--- src/rv_pkg.sv ---
// rv32i subset only; no FENCE, CSR, ECALL/EBREAK or M extension encodings are defined here
package rv_pkg;

    localparam int XLEN       = 32;
    localparam int PC_WIDTH   = 16;           // upper bits of PC-derived words read as zero
    localparam int DMEM_WORDS = 256;          // word index from byte address bits 9:2
    localparam logic [XLEN-1:0] NOP_INSTR = 32'h0000_0013; // addi x0, x0, 0

    // major opcodes the core executes
    typedef enum logic [6:0] {
        OPC_LUI    = 7'b0110111,
        OPC_AUIPC  = 7'b0010111,
        OPC_JAL    = 7'b1101111,
        OPC_JALR   = 7'b1100111,
        OPC_BRANCH = 7'b1100011,
        OPC_LOAD   = 7'b0000011,
        OPC_STORE  = 7'b0100011,
        OPC_OP_IMM = 7'b0010011,
        OPC_OP     = 7'b0110011
    } opcode_t;

    typedef enum logic [3:0] {
        ALU_ADD, ALU_SUB, ALU_SLL, ALU_SLT, ALU_SLTU, ALU_XOR,
        ALU_SRL, ALU_SRA, ALU_OR, ALU_AND,
        ALU_PASS_B                            // lui
    } alu_op_t;

    typedef enum logic [1:0] {SRC_A_RS1, SRC_A_ZERO, SRC_A_PC} src_a_t;

    typedef enum logic {SRC_B_RS2, SRC_B_IMM} src_b_t;

    typedef enum logic [1:0] {WB_ALU, WB_LOAD, WB_PC_PLUS4} wb_sel_t;

    // one instruction word, six views
    typedef union packed {
        struct packed {
            logic [6:0] funct7;
            logic [4:0] rs2;
            logic [4:0] rs1;
            logic [2:0] funct3;
            logic [4:0] rd;
            logic [6:0] opcode;
        } r;
        struct packed {
            logic [11:0] imm11_0;
            logic [4:0]  rs1;
            logic [2:0]  funct3;
            logic [4:0]  rd;
            logic [6:0]  opcode;
        } i;
        struct packed {
            logic [6:0] imm11_5;
            logic [4:0] rs2;
            logic [4:0] rs1;
            logic [2:0] funct3;
            logic [4:0] imm4_0;
            logic [6:0] opcode;
        } s;
        struct packed {
            logic       imm12;
            logic [5:0] imm10_5;
            logic [4:0] rs2;
            logic [4:0] rs1;
            logic [2:0] funct3;
            logic [3:0] imm4_1;
            logic       imm11;
            logic [6:0] opcode;
        } b;
        struct packed {
            logic [19:0] imm31_12;
            logic [4:0]  rd;
            logic [6:0]  opcode;
        } u;
        struct packed {
            logic       imm20;
            logic [9:0] imm10_1;
            logic       imm11;
            logic [7:0] imm19_12;
            logic [4:0] rd;
            logic [6:0] opcode;
        } j;
    } instr_u;

endpackage
--- src/fetch_stage.sv ---
// pc resets to zero; jump targets must be word aligned, no misaligned-fetch trap exists
`timescale 1ns/1ps

module fetch_stage import rv_pkg::*; (
    input  logic                clk_i,
    input  logic                rst_n_i,
    input  logic                take_jump_i,
    input  logic [PC_WIDTH-1:0] jump_target_i,
    output logic [PC_WIDTH-1:0] pc_o
);

    logic [PC_WIDTH-1:0] pc_q;
    logic [PC_WIDTH-1:0] pc_next;

    assign pc_next = take_jump_i ? jump_target_i : pc_q + PC_WIDTH'(4);

    always_ff @(posedge clk_i or negedge rst_n_i) begin
        if (!rst_n_i) begin
            pc_q <= '0;
        end else begin
            pc_q <= pc_next;
        end
    end

    assign pc_o = pc_q;

    // a jalr with bit 1 set in rs1+imm would land here
    a_pc_aligned : assert property (
        @(posedge clk_i) disable iff (!rst_n_i) pc_q[1:0] == 2'b00
    ) else $error("pc %0h not word aligned", pc_q);

endmodule

--- config.mk ---
export PLATFORM = sky130hd
export DESIGN_NAME = fetch_stage
export DESIGN_NICKNAME = d
export VERILOG_FILES = /design/src/rv_pkg.sv /design/src/fetch_stage.sv
export SDC_FILE = /design/constraint.sdc
export NUM_CORES = 1
export LEC_CHECK = 0
export BUFFER_PORTS_ARGS = -buffer_cell sky130_fd_sc_hd__buf_2
export CAP_MARGIN = 20
export CORE_MARGIN = 3
export CORE_UTILIZATION = 46
export DETAILED_ROUTE_END_ITERATION = 7
export GPL_ROUTABILITY_DRIVEN = 0
export GPL_TIMING_DRIVEN = 0
export PLACE_DENSITY = 0.77
export SYNTH_ARGS = -nofsm -noshare
export SYNTH_HDL_FRONTEND = slang
export SYNTH_SLANG_ARGS = --single-unit
--- constraint.sdc ---
create_clock -name clk_i -period 1.8 [get_ports clk_i]
set_clock_uncertainty 0.1 [all_clocks]
set_input_delay 0.36 -clock clk_i [delete_from_list [all_inputs] [get_ports clk_i]]
set_output_delay 0.36 -clock clk_i [all_outputs]
set_load 0.02 [all_outputs]
**After elaboration in Yosys (flattened, before gate mapping)**

Cells that the tools add are included.
Widths: inputs -> output; s select.

- Add/sub/neg operators: 1
- Muxes and demuxes: 1

Operator list:

| kind | count |
|---|---|
| $add 16x3->16 const B | 1 |
| $mux 16 | 1 |

- Register bits: 16
- Input port bits: 19
- Output and inout port bits: 16
- Logic and storage cells: 3

**Longest topological paths before layout**

- Depth after elaboration: 2
- Depth in mapped cells: 5
- Depth with buffers taken out: 5

**Least setup slack after synthesis**

No wires, ideal clock.

- Kind: flip-flop to flip-flop
- From: register pc_q[2], in the netlist pc_o[2]
- To: register pc_q[14], in the netlist pc_o[14]
- Setup time: 0.125 ns
- Arrival: 1.463 ns
- Required time: 1.575 ns
- Path slack: 0.112 ns
- Stages on the path, launching flop included: 6
- Path buffers: 0
- Clock period less this slack: 1.688 ns
- Path through: dfrtp_1 > ha_1 > nand2_1 > nor4_2 > xor2_1 > mux2_2

- Longest elaborated chain between the ends: 2

RTL lines:

| element | RTL line | text |
|---|---|---|
| start, declared | fetch_stage.sv:12 | `logic [PC_WIDTH-1:0] pc_q;` |
| start signal, assigned | fetch_stage.sv:21 | `pc_q <= pc_next;` |
| $add 16x3->16 | fetch_stage.sv:15 | `assign pc_next = take_jump_i ? jump_target_i : pc_q + PC_WIDTH'(4);` |
| $mux 16 | fetch_stage.sv:15 |  |
| via pc_next[14] | fetch_stage.sv:13 | `logic [PC_WIDTH-1:0] pc_next;` |

The timed path passes the listed nets, and every way through them passes these cells.

**Worst setup path after layout**

- From: register pc_q[3], in the netlist pc_o[3]
- To: register pc_q[14], in the netlist pc_o[14]

Same word-level chain as after synthesis.

==> metrics.md <==
| Metric | Value |
|---|---|
| Remaining DRCs | `0` |
| Synthesized area | `842 sq um` |
| Critical path fanouts, max | `5` |
| CTS Buf Count | `3` |
| Clock transition at path regs | `100 ps` |
| Finish-stage setup viols | `0` |
| Avg Inst Size Synth | `10.4 sq um` |
| Finished Core Util | `0.675` |
| Post-Route WL | `1780 um` |
| Starting Density | `0.523` |
| Status | `completed` |
| Clk buf depth | `2` |
| MaxCap Viol Count | `0` |
| Min Clock Period, post-route | `1650 ps` |
| Lkg Pwr | `a little under 0.5 nW` |
| Pwr dens | `~840 nW/um^2` |
| Area leader, netlist | `dfrtp_1` |
| Crit end category | `register` |
| Post-DP HPWL | `1350 um` |
| Worst Hold Path Cells | `3` |
| First-pass GRT wire length | `3130 um` |
| Fillcell total | `between 100 and 150` |
| Pin count of the biggest net entering global routing | `17` |
| Syn Nets | `slightly above 100` |
| Final net count | `140` |
| H-tree depth | `1` |
| Area Overhead vs Synth | `29.1%` |
| Max FFs per register | `16` |
| Worst vdd ir | `roughly 0.47 mV` |
| Clock latency on the worst-skew pair | `between 200 and 300 ps` |
| Sequential area share after synthesis | `0.475` |
| Share of layout cells above drive strength 1 | `0.412` |
| # port buffers | `33` |
| Die ar. | `2380 sq um` |
| Post-CTS Setup Bufs | `0` |
| Setup_tns | `0 ps` |
| Count of unique library cells instantiated by Yosys | `17` |
| CTS tree | `built` |
| Clock root buffer | `clkbuf_4` |
| Die H | `~50 um` |
| Worst Path Arrival | `1730 ps` |
| Cells after Synth | `between 80 and 90` |
| Fin crit share | `0.915` |
| Grt total ovfl | `0` |
| # IOs | `35` |
| Synth top area share | `0.475` |
| RSZ-0062 raised after global routing | `false` |
| Pre-antenna DRT Iters | `3` |
| Slew @ Worst Pin | `roughly 430 ps` |
| Global Route Usage Sum | `0.168` |
| Row count | `14` |
| Synth area leaders | `dfrtp_1 (48%), xnor2_1 (8.3%), mux2_2 (6.7%)` |
| Sink Count | `16` |
| Fmax | `0.607 GHz` |
| Data required, critical path | `1880 ps` |
| Antenna violations before repair | `0` |
| R2R Path Start | `pc_o[3]` |
| Hold-critical path endpoint | `pc_o[2]` |
| # diodes | `0` |
| Vias | `714` |
| Slew HR | `0.716` |
| Hold Fails Final Rpt | `0` |
| #FFs+latches synth | `16` |
| Vias per cell | `4.99` |
| Die width | `between 40 and 50 um` |
| Worst Hold Launch | `jump_target_i[2]` |
| Max-slew violations | `0` |
| Routed WL per cell | `12.4 um` |
| R2R depth | `5` |
| Number of global-route vias before repair | `692` |
| R2R Setup Slk | `150 ps` |
| Crit Path Class | `reg2reg` |
| CP Launch Type | `register` |
| Ys Warns | `0` |
| Core outline area | `1610 sq um` |
| Post-DRT Antenna Nets | `0` |
| 1st-iter DRT viols | `2` |
| RR Endpoint | `pc_o[14]` |
| Hold Path Class | `in2reg` |
final cells by class:
cell class / count / area [sq um] / area share
Multi-Input combinational cell: 60 / 425 / 0.391
Sequential cell: 16 / 402 / 0.369
Timing Repair Buffer: 34 / 175 / 0.161
Clock buffer: 4 / 36.3 / 0.0334
Tap cell: 24 / 30.0 / 0.0276
Buffer: 3 / 11.3 / 0.0104
Inverter: 2 / 7.51 / 0.00690
metal layers:
metal	vias up	GRT usage	part of all wire
li1	352	-	-
met1	328	0.221	0.45
met2	30	0.262	0.47
met3	4	0.0367	0.061
met4	0	0.0806	0.014
met5	-	0	0
how the worst max path moves through the flow:
stage,start,to,slack [ps],cells after the start
2_1_floorplan,pc_o[2],pc_o[14],110,5
3_3_place_gp,pc_o[2],pc_o[14],120,5
3_5_place_dp,pc_o[2],pc_o[14],110,5
4_1_cts,pc_o[2],pc_o[14],90,5
5_1_grt,pc_o[3],pc_o[14],8,5
6_report,pc_o[3],pc_o[14],150,5
cells by family after synthesis:
| group | Yosys count | synth area share |
|---|---|---|
| fa+ha+maj | 1 | 0.0149 |
| flops | 16 | 0.475 |
| buf+inv | 5 | 0.0223 |
| compound gates | 11 | 0.0654 |
| xor+xnor | 12 | 0.125 |
| simple gates | 31 | 0.230 |
| mux | 5 | 0.0669 |
repair_timing:
item,CTS,global route
hold buffers,1,0
gates resized for setup,0,2
endpoints found under the setup margin,0,1
endpoints found under the hold margin,16,0
per-stage QoR:
stage / area [sq um] / power [W] / instances / setup WS [ps] / hold slack (ps)
final: 1090 / 0.000917 / 143 / 153 / 169
after global routing: 1090 / 0.000976 / 143 / 7.96 / 173
after CTS: 1080 / 0.000924 / 143 / 88.4 / 169
after detailed placement: 1040 / 0.000685 / 138 / 107 / 194
after global placement: 1040 / 0.000676 / 138 / 123 / 191
after floorplan: 842 / 0.000595 / 81 / 112 / -35.6
critical path, cell delays in order (launching register included):
cell and delay [ps]:
dfrtp_1 420, ha_2 230, nand2_1 120, nor4_2 290, xor2_1 100, mux2_2 270
report_power, final:
group          internal (W)  switching (W)  leakage, nW
Sequential         0.000399      0.0000565        0.191
Combinational     0.0000939       0.000129        0.273
Clock              0.000123       0.000115       0.0210
Total              0.000616       0.000300        0.484
synthesized netlist by cell type:
cell type	instances
nor4_4	1
nor4_2	2
nand3_1	5
inv_1	2
nor3_1	4
nand2_1	15
nor2_1	2
mux2_2	5
ha_1	1
clkbuf_1	3
xor2_1	4
o21ai_1	4
xnor2_1	8
nand4_4	1
dfrtp_1	16
o21ai_0	7
nand3_4	1
cell usage in the layout, fill, tap and decap left out, types with 3 or more instances in the layout:
master	instances
o21ai_1	4
clkbuf_1	3
mux2_2	5
nor3_1	4
xor2_1	4
nand2_1	15
dfrtp_1	15
buf_2	33
o21ai_0	7
nand3_1	5
clkbuf_4	3
xnor2_1	8
(Power assumes the default switching activity.)
