File: config.mk
export PLATFORM = sky130hd
export DESIGN_NAME = execute_stage
export DESIGN_NICKNAME = d
export VERILOG_FILES = /design/src/rv_pkg.sv /design/src/execute_stage.sv
export SDC_FILE = /design/constraint.sdc
export NUM_CORES = 1
export LEC_CHECK = 0
export BUFFER_PORTS_ARGS = -buffer_cell sky130_fd_sc_hd__buf_2
export CELL_PAD_IN_SITES_DETAIL_PLACEMENT = 2
export CELL_PAD_IN_SITES_GLOBAL_PLACEMENT = 2
export CORE_MARGIN = 2
export CORE_UTILIZATION = 25
export DETAILED_ROUTE_END_ITERATION = 10
export PLACE_DENSITY_LB_ADDON = 0.25
export SYNTH_ARGS = -nofsm -noshare
export SYNTH_HDL_FRONTEND = slang
export SYNTH_SLANG_ARGS = --single-unit
File: constraint.sdc
create_clock -name vclk -period 9.3
set_input_delay 1.86 -clock vclk [all_inputs]
set_output_delay 1.86 -clock vclk [all_outputs]
set_load 0.01 [all_outputs]
File: src/rv_pkg.sv
// rv32i subset only; no FENCE, CSR, ECALL/EBREAK or M extension encodings are defined here
package rv_pkg;

    localparam int XLEN       = 32;
    localparam int PC_WIDTH   = 16;           // upper bits of PC-derived words read as zero
    localparam int DMEM_WORDS = 256;          // word index from byte address bits 9:2
    localparam logic [XLEN-1:0] NOP_INSTR = 32'h0000_0013; // addi x0, x0, 0

    // major opcodes the core executes
    typedef enum logic [6:0] {
        OPC_LUI    = 7'b0110111,
        OPC_AUIPC  = 7'b0010111,
        OPC_JAL    = 7'b1101111,
        OPC_JALR   = 7'b1100111,
        OPC_BRANCH = 7'b1100011,
        OPC_LOAD   = 7'b0000011,
        OPC_STORE  = 7'b0100011,
        OPC_OP_IMM = 7'b0010011,
        OPC_OP     = 7'b0110011
    } opcode_t;

    typedef enum logic [3:0] {
        ALU_ADD, ALU_SUB, ALU_SLL, ALU_SLT, ALU_SLTU, ALU_XOR,
        ALU_SRL, ALU_SRA, ALU_OR, ALU_AND,
        ALU_PASS_B                            // lui
    } alu_op_t;

    typedef enum logic [1:0] {SRC_A_RS1, SRC_A_ZERO, SRC_A_PC} src_a_t;

    typedef enum logic {SRC_B_RS2, SRC_B_IMM} src_b_t;

    typedef enum logic [1:0] {WB_ALU, WB_LOAD, WB_PC_PLUS4} wb_sel_t;

    // one instruction word, six views
    typedef union packed {
        struct packed {
            logic [6:0] funct7;
            logic [4:0] rs2;
            logic [4:0] rs1;
            logic [2:0] funct3;
            logic [4:0] rd;
            logic [6:0] opcode;
        } r;
        struct packed {
            logic [11:0] imm11_0;
            logic [4:0]  rs1;
            logic [2:0]  funct3;
            logic [4:0]  rd;
            logic [6:0]  opcode;
        } i;
        struct packed {
            logic [6:0] imm11_5;
            logic [4:0] rs2;
            logic [4:0] rs1;
            logic [2:0] funct3;
            logic [4:0] imm4_0;
            logic [6:0] opcode;
        } s;
        struct packed {
            logic       imm12;
            logic [5:0] imm10_5;
            logic [4:0] rs2;
            logic [4:0] rs1;
            logic [2:0] funct3;
            logic [3:0] imm4_1;
            logic       imm11;
            logic [6:0] opcode;
        } b;
        struct packed {
            logic [19:0] imm31_12;
            logic [4:0]  rd;
            logic [6:0]  opcode;
        } u;
        struct packed {
            logic       imm20;
            logic [9:0] imm10_1;
            logic       imm11;
            logic [7:0] imm19_12;
            logic [4:0] rd;
            logic [6:0] opcode;
        } j;
    } instr_u;

endpackage
File: src/execute_stage.sv
// purely combinational; jump target is truncated to PC_WIDTH bits
`timescale 1ns/1ps

module execute_stage import rv_pkg::*; (
    input  logic [PC_WIDTH-1:0] pc_i,
    input  logic [XLEN-1:0]     rs1_data_i,
    input  logic [XLEN-1:0]     rs2_data_i,
    input  logic [XLEN-1:0]     imm_i,
    input  alu_op_t             alu_op_i,
    input  src_a_t              src_a_i,
    input  src_b_t              src_b_i,
    input  logic [2:0]          funct3_i,
    input  logic                is_branch_i,
    input  logic                is_jump_i,
    output logic [XLEN-1:0]     alu_result_o,
    output logic                take_jump_o,
    output logic [PC_WIDTH-1:0] jump_target_o,
    output logic [XLEN-1:0]     store_data_o
);

    logic [XLEN-1:0]     op_a;
    logic [XLEN-1:0]     op_b;
    logic [4:0]          shamt;
    logic                branch_taken;
    logic [PC_WIDTH-1:0] branch_target;

    always_comb begin
        case (src_a_i)
            SRC_A_RS1:  op_a = rs1_data_i;
            SRC_A_ZERO: op_a = '0;
            default:    op_a = {{(XLEN-PC_WIDTH){1'b0}}, pc_i};
        endcase
    end

    assign op_b  = (src_b_i == SRC_B_IMM) ? imm_i : rs2_data_i;
    assign shamt = op_b[4:0];

    always_comb begin
        case (alu_op_i)
            ALU_SUB:    alu_result_o = op_a - op_b;
            ALU_SLL:    alu_result_o = op_a << shamt;
            ALU_SLT:    alu_result_o = {31'b0, $signed(op_a) < $signed(op_b)};
            ALU_SLTU:   alu_result_o = {31'b0, op_a < op_b};
            ALU_XOR:    alu_result_o = op_a ^ op_b;
            ALU_SRL:    alu_result_o = op_a >> shamt;
            ALU_SRA:    alu_result_o = $unsigned($signed(op_a) >>> shamt);
            ALU_OR:     alu_result_o = op_a | op_b;
            ALU_AND:    alu_result_o = op_a & op_b;
            ALU_PASS_B: alu_result_o = op_b;
            default:    alu_result_o = op_a + op_b; // add, address and link math
        endcase
    end

    // branch condition from funct3
    always_comb begin
        case (funct3_i)
            3'b000:  branch_taken = rs1_data_i == rs2_data_i;
            3'b001:  branch_taken = rs1_data_i != rs2_data_i;
            3'b100:  branch_taken = $signed(rs1_data_i) < $signed(rs2_data_i);
            3'b101:  branch_taken = $signed(rs1_data_i) >= $signed(rs2_data_i);
            3'b110:  branch_taken = rs1_data_i < rs2_data_i;
            3'b111:  branch_taken = rs1_data_i >= rs2_data_i;
            default: branch_taken = 1'b0;
        endcase
    end

    assign branch_target = pc_i + imm_i[PC_WIDTH-1:0];
    assign take_jump_o   = is_jump_i || (is_branch_i && branch_taken);

    // jal and jalr both come out of the alu, bit 0 cleared
    assign jump_target_o = is_branch_i ? branch_target
                                       : {alu_result_o[PC_WIDTH-1:1], 1'b0};

    assign store_data_o = rs2_data_i;       // lane shifting happens in memory

endmodule

Word level (Yosys, flattened, before mapping)
Index checks and enable logic that the tools add are counted.
{"block": "classes", "bitwise_logic": 3, "reduce_logical": 4, "eq_ne": 18, "addsub": 3, "shifts": 3, "n_mux": 5, "magnitude_cmp": 6}
{"cell": "case mux 32 bit (10 select lines)", "n": 1}
{"cell": "less-than comparator 32 bit", "n": 4}
{"cell": ">= comparator 32 bit", "n": 2}
{"cell": "case mux 32 bit (2 select lines)", "n": 1}
{"cell": "adder 32 bit", "n": 1}
{"cell": "bitwise AND 32 bit", "n": 1}
{"cell": "equality test 32 bit", "n": 1}
{"cell": "two-way mux 32 bit", "n": 1}
{"cell": "!= test 32 bit", "n": 1}
{"cell": "OR 32 bit", "n": 1}
{"cell": "<< shifter 32 x 5 -> 32 bit", "n": 1}
{"cell": "right shift 32 x 5 -> 32 bit", "n": 1}
{"cell": ">>> shifter 32 x 5 -> 32 bit", "n": 1}
{"cell": "subtractor 32 bit", "n": 1}
{"cell": "bitwise XOR 32 bit", "n": 1}
{"cell": "adder 16 bit", "n": 1}
{"cell": "equality test 4 x 3 -> 1 bit (second input constant)", "n": 4}
{"cell": "two-way mux 16 bit", "n": 1}
{"cell": "equality test 3 bit (second input constant)", "n": 4}
{"cell": "equality test 4 bit (second input constant)", "n": 3}
{"cell": "equality test 4 x 2 -> 1 bit (second input constant)", "n": 2}
{"cell": "case mux 1 bit (6 select lines)", "n": 1}
{"cell": "equality test 4 x 1 -> 1 bit (second input constant)", "n": 1}
{"cell": "equality test 3 x 1 -> 1 bit (second input constant)", "n": 1}
{"cell": "other kinds (5)", "n": 5}
{"block": "totals", "out_inout_bits": 81, "word_cells": 42, "input_bits": 124, "reg_bits": 0}

Logic depth before layout (Yosys ltp)
{"block": "logic_depth", "depth_word": 5, "mapped_depth": 19, "depth_no_buf": 16}

Worst setup path after synthesis
No wires, ideal clock.
{"block": "synth_timing", "path_type": "input -> output", "from": "input src_b_i", "to": "output alu_result_o[29]", "path_stages": 19, "path_slack_ns": 1.466, "path_buffers": 5, "arrival_time_ns": 5.974, "t_required_ns": 7.440, "cell_sequence": "buf_2 -> nand2_1 -> o21ai_1 -> inv_1 -> clkbuf_1 -> clkbuf_1 -> buf_2 -> buf_1 -> ha_1 -> o21a_1 -> a21oi_1 -> o21bai_1 -> a21boi_0 -> nor2_1 -> a211o_1 -> a2111oi_2 -> nand2_1 -> a21boi_0 -> o311ai_0"}
{"block": "synth_between", "elab_chain_len": 3, "word_cells_on_any_way": 10, "classes_between": "2 x add/sub; 3 x shift; 2 x mux; 3 x bitwise"}
{"element": "start: declaration", "line_no": "execute_stage.sv:11", "text": "input src_b_t src_b_i,"}
{"element": "two-way mux 32 bit *", "line_no": "execute_stage.sv:35", "text": "assign op_b = (src_b_i == SRC_B_IMM) ? imm_i : rs2_data_i;"}
{"element": "adder 32 bit, or another cell as far along", "line_no": "execute_stage.sv:50", "text": "default: alu_result_o = op_a + op_b;"}
{"element": "case mux 32 bit (10 select lines) *", "line_no": "execute_stage.sv:39", "text": "case (alu_op_i)"}
{"element": "end: declaration", "line_no": "execute_stage.sv:15", "text": "output logic [XLEN-1:0] alu_result_o,"}
Every way passes the cells marked *; elsewhere a longest branch is shown, timed or not.

Worst setup path in the final report
{"block": "layout_timing", "from": "input src_a_i[1]", "to": "output alu_result_o[0]"}
{"block": "layout_between", "elab_chain_len": 4, "word_cells_on_any_way": 14, "classes_between": "2 x add/sub; 2 x order compare; 1 x eq/ne; 3 x shift; 2 x mux; 3 x bitwise; 1 x reduce/logical"}
{"element": "start: declaration", "line_no": "execute_stage.sv:10", "text": "input src_a_t src_a_i,"}
{"element": "equality test 2 x 1 -> 1 bit or zero test 2 bit (tied branches)", "line_no": "execute_stage.sv:28", "text": "case (src_a_i)"}
{"element": "case mux 32 bit (2 select lines) *", "line_no": "execute_stage.sv:28"}
{"element": "adder 32 bit, or another cell as far along", "line_no": "execute_stage.sv:50"}
{"element": "case mux 32 bit (10 select lines) *", "line_no": "execute_stage.sv:39"}
Marks and branches as above.

==> out/metrics.cfg <==
[setup_path]
critical_path_required_ps=7440
path_buf_inv=4
cp.depth=16
path_cells=buf_2 -> nor2_2 -> a22oi_1 -> inv_1 -> ha_1 -> inv_1 -> a21oi_1 -> and4bb_2 -> nor3_1 -> a221oi_2 -> o21ai_0 -> a21oi_1 -> o21ai_0 -> a2111o_1 -> a32oi_1 -> buf_2
crit_slowest_cell=a22oi_1
critPathCapture=alu_result_o[0]
cp.arrival_ps=6810
startpoint_type=input pin
critPathMaxStageDelay_ps=520
path_max_fanout=29
cpLargestDelayFamily=compound AO/OA/AOI/OAI gates
crit_path_end_kind=output port
setup.worst_path.start=src_a_i[1]
critPathKind=in -> out

[drt]
vias_per_cell=6.014
wl_um=70400
drtAntennaViolNets=0
via_count=14870
initialDrtViolationCount=1159
drc=0
wl_per_cell_um=28.47
drt_first_pass_iters=5

[finish]
drive_above_1_share_pct=18.23
regArea_sq_um=0
seq_cell_count=0
final_common_cell=buf_2
num-fill-cells=5609
layout_common_cells=buf_2, nand2_1, nor2_1
final_nets=2138
multiInputGateArea_sq_mm=0.01047
syn_to_final_growth_pct=12.78
clkbuf_count=0

[timing]
worst_slew_pin_slew_ps=1237
fin_crit_sh_pct=93.27
slew_headroom_pct=17.38
tns_ps=0
hold_viol=0
rsz0062_at_grt=no
period_needed_ps=8674
slew_violations=0
fmax_mhz=115.3
setup_viol=0

[yosys]
synth-seq-area-share_pct=0
syn_area_sq_mm=0.01168
yosysWarnings=0
ys_types=81
syn_inst=1755
syn_nets=2026
syn_area_per_cell_sq_um=6.655

[placed_design]
hpwl_um=58930
gp_congestion=0.9535
io_buffer_count=205

[global_route]
grt_max_degree=63
grt_pass1_vias=15430
grt_pass1_wl_um=104200
antenna_found_initial=1
grt_usage_pct=28.49
grt_overflow=0

[floorplan]
die-area_sq_mm=0.04846
rows=79
die_w_um=220.1
start_util_pct=25.20
die_h_um=220.1
coreArea_sq_mm=0.04636
io_pins=205

[clock_network]
cts-resized-gates=0
cts_setup_buffers=0
cts_hold_buf=0

[flow_run]
max_cap_violations=0

[hold_path]
hold_class=in -> out
hold_path_depth=2

[run_status]
status=finished, final reports clean

-- routing by layer --
layer	wire [um]	global-route usage (%)	vias up
met1	32940	41.32	7564
li1	-	-	6708
met2	31190	45.16	529
met5	11	0	-
met3	4371	2.845	69
met4	1887	6.577	2
-- worst min path at each step --
stage / from / endpoint / slack [ps]
finish: rs2_data_i[20] / store_data_o[20] / 3920
global route: rs2_data_i[21] / store_data_o[21] / 3930
CTS: rs2_data_i[20] / store_data_o[20] / 3920
detailed placement: rs2_data_i[20] / store_data_o[20] / 3920
global placement: rs2_data_i[5] / store_data_o[5] / 3920
floorplan: rs2_data_i[0] / store_data_o[0] / 3810
-- through the flow --
stage	cells	util (%)	hold slack [ps]	cell area [sq um]	setup slack, ps
2_1_floorplan	1755	-	3812	11680	1466
3_3_place_gp	2472	28.41	3923	13170	978.8
3_5_place_dp	2472	28.41	3920	13170	723.6
4_1_cts	2472	28.41	3922	13170	708.0
5_1_grt	2472	28.41	3928	13170	186.9
6_report	2473	28.41	3921	13170	625.5
-- cell families after synthesis --
logic type	after synthesis	share of synthesized area, %
AO/OA/AOI/OAI	623	35.51
XOR/XNOR	20	1.500
AND/OR/NAND/NOR	548	21.87
multiplexers	129	14.50
buffers and inverters	288	10.67
adder cells (fa/ha/maj)	147	15.94
-- area by class of cell --
class | count | share of cell area, %
multi-input combinational | 1467 | 79.47
timing repair buffer | 256 | 10.70
tap | 607 | 5.766
inverter | 142 | 4.046
antenna | 1 | 0.01900
-- synth_stat cells, drive strengths merged, types with 8 or more instances --
cell / instances / area share, %
nor4: 12 / 0.64
o21a: 14 / 0.90
xnor2: 16 / 1.2
o31ai: 10 / 0.64
nand3: 40 / 1.7
a221o: 9 / 0.77
mux2: 29 / 2.8
a22oi: 30 / 1.9
clkbuf: 68 / 2.2
o211ai: 35 / 2.2
a211oi: 25 / 1.6
a211o: 8 / 0.60
a2111oi: 10 / 0.86
nor2: 164 / 5.3
nand2b: 9 / 0.48
o21ai: 145 / 6.2
nand4: 12 / 0.64
inv: 141 / 4.5
and3: 9 / 0.48
a21o: 22 / 1.4
nand2: 165 / 5.3
nor3b: 12 / 0.77
buf: 78 / 3.9
a221oi: 19 / 1.5
mux2i: 71 / 6.1
nor3: 44 / 1.9
o2111ai: 9 / 0.67
mux4: 29 / 5.6
a22o: 17 / 1.3
ha: 144 / 15
or3: 12 / 0.64
a21oi: 141 / 6.0
nor2b: 34 / 1.8
o21bai: 16 / 1.0
and2: 14 / 0.75
a31oi: 10 / 0.54
o22ai: 33 / 1.8
o221ai: 14 / 1.0
