===== src/rv_pkg.sv =====
// rv32i subset only; no FENCE, CSR, ECALL/EBREAK or M extension encodings are defined here
package rv_pkg;

    localparam int XLEN       = 32;
    localparam int PC_WIDTH   = 16;           // upper bits of PC-derived words read as zero
    localparam int DMEM_WORDS = 256;          // word index from byte address bits 9:2
    localparam logic [XLEN-1:0] NOP_INSTR = 32'h0000_0013; // addi x0, x0, 0

    // major opcodes the core executes
    typedef enum logic [6:0] {
        OPC_LUI    = 7'b0110111,
        OPC_AUIPC  = 7'b0010111,
        OPC_JAL    = 7'b1101111,
        OPC_JALR   = 7'b1100111,
        OPC_BRANCH = 7'b1100011,
        OPC_LOAD   = 7'b0000011,
        OPC_STORE  = 7'b0100011,
        OPC_OP_IMM = 7'b0010011,
        OPC_OP     = 7'b0110011
    } opcode_t;

    typedef enum logic [3:0] {
        ALU_ADD, ALU_SUB, ALU_SLL, ALU_SLT, ALU_SLTU, ALU_XOR,
        ALU_SRL, ALU_SRA, ALU_OR, ALU_AND,
        ALU_PASS_B                            // lui
    } alu_op_t;

    typedef enum logic [1:0] {SRC_A_RS1, SRC_A_ZERO, SRC_A_PC} src_a_t;

    typedef enum logic {SRC_B_RS2, SRC_B_IMM} src_b_t;

    typedef enum logic [1:0] {WB_ALU, WB_LOAD, WB_PC_PLUS4} wb_sel_t;

    // one instruction word, six views
    typedef union packed {
        struct packed {
            logic [6:0] funct7;
            logic [4:0] rs2;
            logic [4:0] rs1;
            logic [2:0] funct3;
            logic [4:0] rd;
            logic [6:0] opcode;
        } r;
        struct packed {
            logic [11:0] imm11_0;
            logic [4:0]  rs1;
            logic [2:0]  funct3;
            logic [4:0]  rd;
            logic [6:0]  opcode;
        } i;
        struct packed {
            logic [6:0] imm11_5;
            logic [4:0] rs2;
            logic [4:0] rs1;
            logic [2:0] funct3;
            logic [4:0] imm4_0;
            logic [6:0] opcode;
        } s;
        struct packed {
            logic       imm12;
            logic [5:0] imm10_5;
            logic [4:0] rs2;
            logic [4:0] rs1;
            logic [2:0] funct3;
            logic [3:0] imm4_1;
            logic       imm11;
            logic [6:0] opcode;
        } b;
        struct packed {
            logic [19:0] imm31_12;
            logic [4:0]  rd;
            logic [6:0]  opcode;
        } u;
        struct packed {
            logic       imm20;
            logic [9:0] imm10_1;
            logic       imm11;
            logic [7:0] imm19_12;
            logic [4:0] rd;
            logic [6:0] opcode;
        } j;
    } instr_u;

endpackage

===== src/decode_stage.sv =====
// unsupported opcodes decode as no-ops and are flagged only by assertion
`timescale 1ns/1ps

module decode_stage import rv_pkg::*; (
    input  logic                clk_i,
    input  logic [XLEN-1:0]     instr_i,
    input  logic [PC_WIDTH-1:0] pc_i,
    input  logic [XLEN-1:0]     wb_data_i,
    output logic [XLEN-1:0]     rs1_data_o,
    output logic [XLEN-1:0]     rs2_data_o,
    output logic [XLEN-1:0]     imm_o,
    output alu_op_t             alu_op_o,
    output src_a_t              src_a_o,
    output src_b_t              src_b_o,
    output logic [2:0]          funct3_o,
    output logic                is_branch_o,
    output logic                is_jump_o,
    output logic                mem_read_o,
    output logic                mem_write_o,
    output wb_sel_t             wb_sel_o,
    output logic                rd_we_o,
    output logic [4:0]          rd_addr_o
);

    instr_u     instr;
    opcode_t    opcode;
    logic [6:0] funct7;
    logic       writes_rd;

    function automatic alu_op_t alu_from_funct(input logic [2:0] f3, input logic alt);
        case (f3)
            3'b000:  return alt ? ALU_SUB : ALU_ADD;
            3'b001:  return ALU_SLL;
            3'b010:  return ALU_SLT;
            3'b011:  return ALU_SLTU;
            3'b100:  return ALU_XOR;
            3'b101:  return alt ? ALU_SRA : ALU_SRL;
            3'b110:  return ALU_OR;
            default: return ALU_AND;
        endcase
    endfunction

    assign instr     = instr_i;
    assign opcode    = opcode_t'(instr.r.opcode);
    assign funct7    = instr.r.funct7;
    assign funct3_o  = instr.r.funct3;
    assign rd_addr_o = instr.r.rd;
    assign rd_we_o   = writes_rd && (instr.r.rd != 5'd0);

    // sign-extended immediate per format
    always_comb begin
        case (opcode)
            OPC_LUI, OPC_AUIPC: imm_o = {instr.u.imm31_12, 12'b0};
            OPC_JAL: imm_o = {{12{instr.j.imm20}}, instr.j.imm19_12, instr.j.imm11,
                              instr.j.imm10_1, 1'b0};
            OPC_BRANCH: imm_o = {{20{instr.b.imm12}}, instr.b.imm11, instr.b.imm10_5,
                                 instr.b.imm4_1, 1'b0};
            OPC_STORE: imm_o = {{20{instr.s.imm11_5[6]}}, instr.s.imm11_5, instr.s.imm4_0};
            default: imm_o = {{20{instr.i.imm11_0[11]}}, instr.i.imm11_0}; // I-type
        endcase
    end

    always_comb begin
        alu_op_o    = ALU_ADD;
        src_a_o     = SRC_A_RS1;
        src_b_o     = SRC_B_IMM;
        is_branch_o = 1'b0;
        is_jump_o   = 1'b0;
        mem_read_o  = 1'b0;
        mem_write_o = 1'b0;
        wb_sel_o    = WB_ALU;
        writes_rd   = 1'b0;
        case (opcode)
            OPC_LUI: begin
                src_a_o   = SRC_A_ZERO;
                alu_op_o  = ALU_PASS_B;
                writes_rd = 1'b1;
            end
            OPC_AUIPC: begin
                src_a_o   = SRC_A_PC;
                writes_rd = 1'b1;
            end
            OPC_JAL, OPC_JALR: begin
                src_a_o   = (opcode == OPC_JAL) ? SRC_A_PC : SRC_A_RS1;
                is_jump_o = 1'b1;
                wb_sel_o  = WB_PC_PLUS4;
                writes_rd = 1'b1;
            end
            OPC_BRANCH: begin
                src_b_o     = SRC_B_RS2;  // comparator reads rs1/rs2 directly
                is_branch_o = 1'b1;
            end
            OPC_LOAD: begin
                mem_read_o = 1'b1;
                wb_sel_o   = WB_LOAD;
                writes_rd  = 1'b1;
            end
            OPC_STORE: mem_write_o = 1'b1;
            OPC_OP_IMM: begin
                // funct7 only matters for srai
                alu_op_o  = alu_from_funct(instr.i.funct3,
                                           funct7[5] && (instr.i.funct3 == 3'b101));
                writes_rd = 1'b1;
            end
            OPC_OP: begin
                src_b_o   = SRC_B_RS2;
                alu_op_o  = alu_from_funct(instr.r.funct3, funct7[5]);
                writes_rd = 1'b1;
            end
            default: ;
        endcase
    end

    reg_file i_reg_file (
        .clk_i (clk_i),
        .ra1_i (instr.r.rs1),
        .ra2_i (instr.r.rs2),
        .wa_i  (instr.r.rd),
        .we_i  (rd_we_o),
        .wd_i  (wb_data_i),
        .rd1_o (rs1_data_o),
        .rd2_o (rs2_data_o)
    );

    // instruction word is undriven before the first fetch
    a_known_opcode : assert property (
        @(posedge clk_i) disable iff ($isunknown(instr_i))
        opcode inside {OPC_LUI, OPC_AUIPC, OPC_JAL, OPC_JALR, OPC_BRANCH,
                       OPC_LOAD, OPC_STORE, OPC_OP_IMM, OPC_OP}
    ) else $error("unsupported opcode %0h at pc %0h", instr.r.opcode, pc_i);

endmodule


===== src/reg_file.sv =====
// no reset on contents; x0 reads zero, caller must never raise we_i for x0
`timescale 1ns/1ps

module reg_file import rv_pkg::*; (
    input  logic            clk_i,
    input  logic [4:0]      ra1_i,
    input  logic [4:0]      ra2_i,
    input  logic [4:0]      wa_i,
    input  logic            we_i,
    input  logic [XLEN-1:0] wd_i,
    output logic [XLEN-1:0] rd1_o,
    output logic [XLEN-1:0] rd2_o
);

    logic [XLEN-1:0] regs [32];

    // entry 0 is never written, so mask it on read
    assign rd1_o = (ra1_i == 5'd0) ? '0 : regs[ra1_i];
    assign rd2_o = (ra2_i == 5'd0) ? '0 : regs[ra2_i];

    always_ff @(posedge clk_i) begin
        if (we_i) begin
            regs[wa_i] <= wd_i;
        end
    end

endmodule


===== config.mk =====
export PLATFORM = sky130hd
export DESIGN_NAME = decode_stage
export DESIGN_NICKNAME = d
export VERILOG_FILES = /design/src/rv_pkg.sv /design/src/decode_stage.sv /design/src/reg_file.sv
export SDC_FILE = /design/constraint.sdc
export NUM_CORES = 1
export LEC_CHECK = 0
export BUFFER_PORTS_ARGS = -buffer_cell sky130_fd_sc_hd__buf_2
export CAP_MARGIN = 20
export CORE_MARGIN = 2
export CORE_UTILIZATION = 40
export CTS_CLUSTER_DIAMETER = 150
export DETAILED_ROUTE_END_ITERATION = 8
export GPL_TIMING_DRIVEN = 1
export PLACE_DENSITY = 0.6
export SLEW_MARGIN = 20
export SYNTH_ARGS = -nofsm -noshare
export SYNTH_HDL_FRONTEND = slang
export SYNTH_SLANG_ARGS = --single-unit
export TNS_END_PERCENT = 20

===== constraint.sdc =====
create_clock -name clk_i -period 4.25 [get_ports clk_i]
set_input_delay 0.6375 -clock clk_i [delete_from_list [all_inputs] [get_ports clk_i]]
set_output_delay 0.6375 -clock clk_i [all_outputs]
set_load 0.02 [all_outputs]

# == Yosys cells after proc, flatten, opt, wreduce, memory -nomap -nowiden ==
# Memories as Yosys holds them, arrays and structs flattened.
# Index checks and enable logic that the tools add are counted.
# word_totals
mem_bits_rw,1024
mem_count,1
inputBits,81
register_bits,0
out_inout_bits,118
elab_cells,47
# classes
eq_ne,15
reduce_logical,10
mux,21
# memory_table
memory,words,word_bits,read_ports,rd_clocked_by_memory_dff,wr,line_no,source
i_reg_file.regs,32,32,2,0,1,reg_file.sv:15,logic [XLEN-1:0] regs [32];
# ops
operator,count
$pmux W31 S4,1
$mux W32,2
$pmux W4 S7,2
$eq A7 B6 Y1 const B,3
$eq A7 B7 Y1 const B,3
$eq A7 B5 Y1 const B,2
$mux W1,12
$pmux W4 S3,1
$logic_not A5 Y1,2
$eq A3 B3 Y1 const B,3
$eq A7 B2 Y1 const B,1
$reduce_or A7 Y1,1
$eq A3 B2 Y1 const B,2
$pmux W2 S3,1
$reduce_or A2 Y1,3
$reduce_bool A5 Y1,1
$pmux W2 S2,1
$eq A3 B1 Y1 const B,1
$logic_not A3 Y1,1
$logic_and A1 B1 Y1,2
$mux W2,1

# == Depth between registers and ports, before layout ==
# depth
word_depth,6
depth_mapped,8
depth_no_buf,4

# == By module ==
# A second synthesis with hierarchy kept.
# unflattened
hier_cells,2562
hier_area_um2,47988.5
# modules_own_cells
mod,seq_area_each_um2,instances,cells_each,area_per_inst_um2
reg_file,30749.5,1,2460,47295.4
decode_stage,0.0,1,102,693.2

# == Least setup slack after synthesis ==
# Ideal clock, no wire load.
# synth_path
path_kind,input-to-reg
startpoint,in instr_i[3]
endpoint,mem i_reg_file.regs[30][0] (enable)
required_time_ps,3829
path_buffers,0
path_stages,4
setup_slack_ps,958
t_arrival_ps,2871
setup_ps,421
cell_sequence,nor4bb_1 > o2bb2ai_1 > nand3_1 > nor2_1
# synth_via
elab_chain_len,6
elab_cells_between_ends,12
classes_between,7 x eq/ne; 3 x mux; 2 x reduce/logical
# synth_lines
item,line_no,source
"start, declared",decode_stage.sv:6,"input logic [XLEN-1:0] instr_i,"
"$eq A7 B7 Y1, or another cell as far along",decode_stage.sv:73,case (opcode)
$reduce_or A7 Y1 (no line) *,--,
$mux W1 *,decode_stage.sv:73,
$logic_and A1 B1 Y1 *,decode_stage.sv:48,assign rd_we_o = writes_rd && (instr.r.rd != 5'd0);
$mux W1 *,reg_file.sv:22,if (we_i) begin
$mux W1 (not written as such) *,reg_file.sv:23,regs[wa_i] <= wd_i;
"end, declared",reg_file.sv:15,
# Every way passes the cells marked *; elsewhere a longest branch is shown, timed or not.

# == Final worst setup path ==
# layout_path
startpoint,in instr_i[18]
endpoint,out rs1_data_o[7]
# layout_via
elab_chain_len,2
elab_cells_between_ends,3
classes_between,1 x mux; 1 x reduce/logical; 1 x memory
# layout_lines
item,line_no,source
$mem_v2 Z32 W32 / $logic_not A5 Y1 (equally long branches),--,
$mux W32 *,reg_file.sv:18,assign rd1_o = (ra1_i == 5'd0) ? '0 : regs[ra1_i];
"end, declared",decode_stage.sv:9,"output logic [XLEN-1:0] rs1_data_o,"
# Marked as above.

==> results.md <==
- The effective utilization at floorplan is 0.402.
- The largest registers in the layout are i_reg_file.regs: 1024 flops.
- The filler cells instantiated in the layout total 10,024.
- Clock tree synthesis inserted a total of between 100 and 150 buffers.
- Setup repair after global routing left no endpoint under its margin.
- The floorplan die area is ~120,000 sq um.
- In the final routed layout, each cell accounts on average for 35.0 um.
- The net switching fraction of the power is 0.232.
- The library cell occupying the most area in the post-synthesis netlist is sky130_fd_sc_hd__edfxtp_1.
- The pin slew with the least headroom to its limit is between 1 and 1.5 ns.
- The initial antenna violation count was 16.
- The reported max-cap violation count is 0.
- The primary flip-flop cell chosen by synthesis mapping is sky130_fd_sc_hd__edfxtp_1.
- The number of top-level pins is roughly 200.
- The TritonCTS clock tree is yes.
- The kind of start point of the critical path is a primary input.
- The width of the chip is between 300 and 400 um.
- Post-CTS timing repair inserted 0 buffers for setup.
- The mapped netlist covers approximately 48,000 sq um.
- In this run the tightest slew margin relative to its limit is 0.259.
- The worst hold path class is in -> reg.
- Across every metal layer, demand over resource in global routing totals 0.255.
- The count of nets left with antenna violations after detail routing is 0.
- Power spread over the standard cell area amounts to about 400 nW/um^2.
- The kind of critical path is in -> out.
- The number of core rows is 127.
- Along the worst hold path, the cell count comes to 1.
- In this run, synthesis produced a sequential element count of about 1,000.
- For the worst setup path, the data arrival time is 3.40 ns.
- Counting tap cells, the placed design contains a total of 4,308 instances.
- Once the clock tree was built, the resizer swapped 0 gates to a different size.
- Of the total power, combinational logic draws 0.096.
- After layout, the minimum clock period comes to between 4 and 5 ns.
- The congestion estimate from routability-driven global placement came to between 0.8 and 0.9.
- The clock share of power is 0.407.
- The first global-routing pass estimated 220 mm of wire.
- Timing would allow up to 0.248 GHz.
- The unique cell type count in the Yosys netlist is slightly below 50.
- Summed over all layers, the global routing overflow is 0.
- The H-tree generated during clock tree synthesis spans 3 levels.
- At the placement stage, the worst setup path has a slack of approximately 0.29 ns.
- The clock net in this run drives a total of roughly 1,000 sinks.
- The number of warnings issued by yosys is 0.
- The static leakage is ~18 nW.
- The first routing iteration left 4,354 violations.
- From synthesis to final layout, the design area changed by 15.5%.
- The ratio of final minimum period to clock period is 0.949.
- The number of global-route vias before repair was 29,733.
- The total internal power is around 17 mW.
- The maximum clock path buffer count is 3.
- The fraction of post-synthesis cell area in the top cell type by area is 0.639.
- The final layout contains routed wiring with a total length of around 160 mm.
- Input and output buffers added on the ports amount to ~180.
- The top register by number of flip-flops is i_reg_file.regs.
- The count of pins over their slew limit came to 0.
- The mean instance size in the synthesized netlist is roughly 19 sq um.
- In the final design database the tool counted roughly 2,900 nets.
- Ranked by total cell area, the synthesized netlist is headed by sky130_fd_sc_hd__edfxtp_1, sky130_fd_sc_hd__mux4_2, sky130_fd_sc_hd__mux2i_1, sky130_fd_sc_hd__mux2_2, sky130_fd_sc_hd__a311oi_1.
- Setup violations remaining at the end of the flow were counted as 0.
- The placeable core region is 120,000 sq um.
- The run finished with clean final reports.
- The switching power of the nets is 5.21 mW.
- The largest net degree at the start of global routing is approximately 70.
- After routing, the total negative slack on setup checks comes to 0 ns.
- The number of vias in the routed layout is ~29,000.
- Of the synthesized area, sequential elements account for 0.639.
- The sequential cell fraction of total power is 0.497.
- The gate count after technology mapping is about 2,500.
- The final hold violation count is 0.
- The share of async-settable or async-resettable flops after synthesis is 0.
- In the routed design, unresolved DRC markers number 0.
- The synthesized design contains about 1,000 enable-type register cells.
- CTS placed an instance of sky130_fd_sc_hd__clkbuf_16 at the clock tree root.
- IR analysis of the VDD net gives a maximum drop of approximately 0.33 mV.
- STA puts the critical path data required time at approximately 3.6 ns.
- STA classifies the critical path endpoint as a primary output.
- Hold repair after CTS inserted 0 buffers.
- The average vias per placed instance is 6.47.
- The fraction of final layout cells sized beyond drive strength 1 is 0.377.
- After clock tree synthesis, the clock-pin slew on the worst setup and hold paths is 0.06 ns.
- The wire-length estimate of the detail-placed layout is about 96 mm.
- The register with the most flip-flops in the layout has about 1,000 of them.
- The first detailed-routing pass ran for 8 iterations.
- For this run, the number of standard cells in the final layout without fillers is 4,501.
- The die is about 350 um tall.
- The largest fanout on the critical path is 33.
- The smallest setup slack after layout is about 0.22 ns.
- The worst hold margin is roughly 0.44 ns.
stage by stage:
| stage | power [mW] | instance area, sq um | util |
|---|---|---|---|
| after floorplan | 12.6 | 48300 | - |
| after global placement | 13.5 | 52200 | 0.436 |
| after detailed placement | 13.5 | 52200 | 0.436 |
| after CTS | 22.6 | 55600 | 0.464 |
| after global routing | 23.1 | 55600 | 0.464 |
| final | 22.5 | 55600 | 0.465 |
layout make-up:
type                       count  area (sq um)  area share
sequential                  1024         30700       0.553
multi-input combinational   1279         16500       0.296
timing repair buffer         384          2940      0.0529
clock buffer                 130          2790      0.0501
tap                         1612          2020      0.0363
clock inverter                57           572      0.0103
inverter                       9          36.3    0.000653
antenna                        6          15.0    0.000270
cells in the final DEF, fill, tap and decap left out, types with 3 or more instances in the layout:
master	count
sky130_fd_sc_hd__inv_1	7
sky130_fd_sc_hd__nor3b_1	3
sky130_fd_sc_hd__o2111ai_1	16
sky130_fd_sc_hd__inv_6	4
sky130_fd_sc_hd__a221oi_1	46
sky130_fd_sc_hd__nand3b_1	4
sky130_fd_sc_hd__diode_2	6
sky130_fd_sc_hd__edfxtp_1	1024
sky130_fd_sc_hd__a211oi_1	64
sky130_fd_sc_hd__nor2b_4	4
sky130_fd_sc_hd__nor2b_1	71
sky130_fd_sc_hd__nand3_1	4
sky130_fd_sc_hd__o21ai_0	49
sky130_fd_sc_hd__nor2_1	12
sky130_fd_sc_hd__conb_1	32
sky130_fd_sc_hd__mux2i_1	129
sky130_fd_sc_hd__mux2_2	64
sky130_fd_sc_hd__mux4_2	448
sky130_fd_sc_hd__or2_2	3
sky130_fd_sc_hd__clkinv_2	17
sky130_fd_sc_hd__buf_2	176
sky130_fd_sc_hd__a311oi_1	65
sky130_fd_sc_hd__nand2_1	46
sky130_fd_sc_hd__a21o_1	20
sky130_fd_sc_hd__nor3_1	3
sky130_fd_sc_hd__buf_8	4
sky130_fd_sc_hd__a21oi_1	3
sky130_fd_sc_hd__bufinv_16	11
sky130_fd_sc_hd__nor4_1	3
sky130_fd_sc_hd__nor2_4	33
sky130_fd_sc_hd__clkbuf_16	108
sky130_fd_sc_hd__o21ai_1	69
sky130_fd_sc_hd__buf_12	37
sky130_fd_sc_hd__clkbuf_1	22
sky130_fd_sc_hd__clkinv_1	25
sky130_fd_sc_hd__a22oi_1	64
sky130_fd_sc_hd__buf_4	165
power groups by stage:
stage	logic (mW)	registers, mW	clock network (mW)
after global routing	2.26	11.2	9.65
after CTS	2.15	11.2	9.24
after global placement	2.11	11.4	0
after detailed placement	2.14	11.4	0
final	2.16	11.2	9.16
after floorplan	1.24	11.4	0
critical path, stage by stage:
cell and delay [ns]:
sky130_fd_sc_hd__buf_2 0.55, sky130_fd_sc_hd__or2_2 0.23, sky130_fd_sc_hd__buf_4 0.65, sky130_fd_sc_hd__a211oi_1 0.12
sky130_fd_sc_hd__a311oi_1 0.72, sky130_fd_sc_hd__buf_4 0.24, sky130_fd_sc_hd__buf_2 0.17
routing by layer:
metal  global-route usage  part of all wire  vias up
li1                     -                 -    11429
met3               0.0620              0.11      313
met4               0.0853             0.034        4
met5                    0           0.00015        -
met2                0.402              0.47     1915
met1                0.349              0.39    15476
kinds of logic after synthesis:
family / after synthesis / share of synthesized area
flops: 1024 / 0.639
mux: 641 / 0.251
compound gates: 405 / 0.0606
buf+inv: 235 / 0.0271
simple gates: 201 / 0.0220
other cells: 1 / 0.0000779
synthesized netlist by cell type (2+ instances only):
library cell,n
sky130_fd_sc_hd__a211oi_1,64
sky130_fd_sc_hd__a21o_1,20
sky130_fd_sc_hd__a21oi_1,3
sky130_fd_sc_hd__a221oi_1,46
sky130_fd_sc_hd__a221oi_2,2
sky130_fd_sc_hd__a22oi_1,64
sky130_fd_sc_hd__a311oi_1,65
sky130_fd_sc_hd__and2_1,3
sky130_fd_sc_hd__buf_1,5
sky130_fd_sc_hd__buf_2,80
sky130_fd_sc_hd__buf_4,43
sky130_fd_sc_hd__buf_6,20
sky130_fd_sc_hd__clkbuf_1,76
sky130_fd_sc_hd__edfxtp_1,1024
sky130_fd_sc_hd__inv_1,9
sky130_fd_sc_hd__mux2_2,64
sky130_fd_sc_hd__mux2i_1,129
sky130_fd_sc_hd__mux4_2,448
sky130_fd_sc_hd__nand2_1,46
sky130_fd_sc_hd__nand2b_1,3
sky130_fd_sc_hd__nand3_1,4
sky130_fd_sc_hd__nand3b_1,4
sky130_fd_sc_hd__nor2_1,45
sky130_fd_sc_hd__nor2b_1,73
sky130_fd_sc_hd__nor2b_4,2
sky130_fd_sc_hd__nor3_1,3
sky130_fd_sc_hd__nor3b_1,3
sky130_fd_sc_hd__nor4_1,3
sky130_fd_sc_hd__o2111ai_1,16
sky130_fd_sc_hd__o21ai_0,49
sky130_fd_sc_hd__o21ai_1,69
sky130_fd_sc_hd__or2_2,2
sky130_fd_sc_hd__or3b_2,2
sky130_fd_sc_hd__or4_1,3
worst paths after layout:
path | to | slack [ns] | startpoint
worst min-delay path | i_reg_file.regs[6][1] | 0.44 | wb_data_i[1]
worst max-delay path | rs1_data_o[7] | 0.22 | instr_i[18]
(Power assumes the default switching activity.)
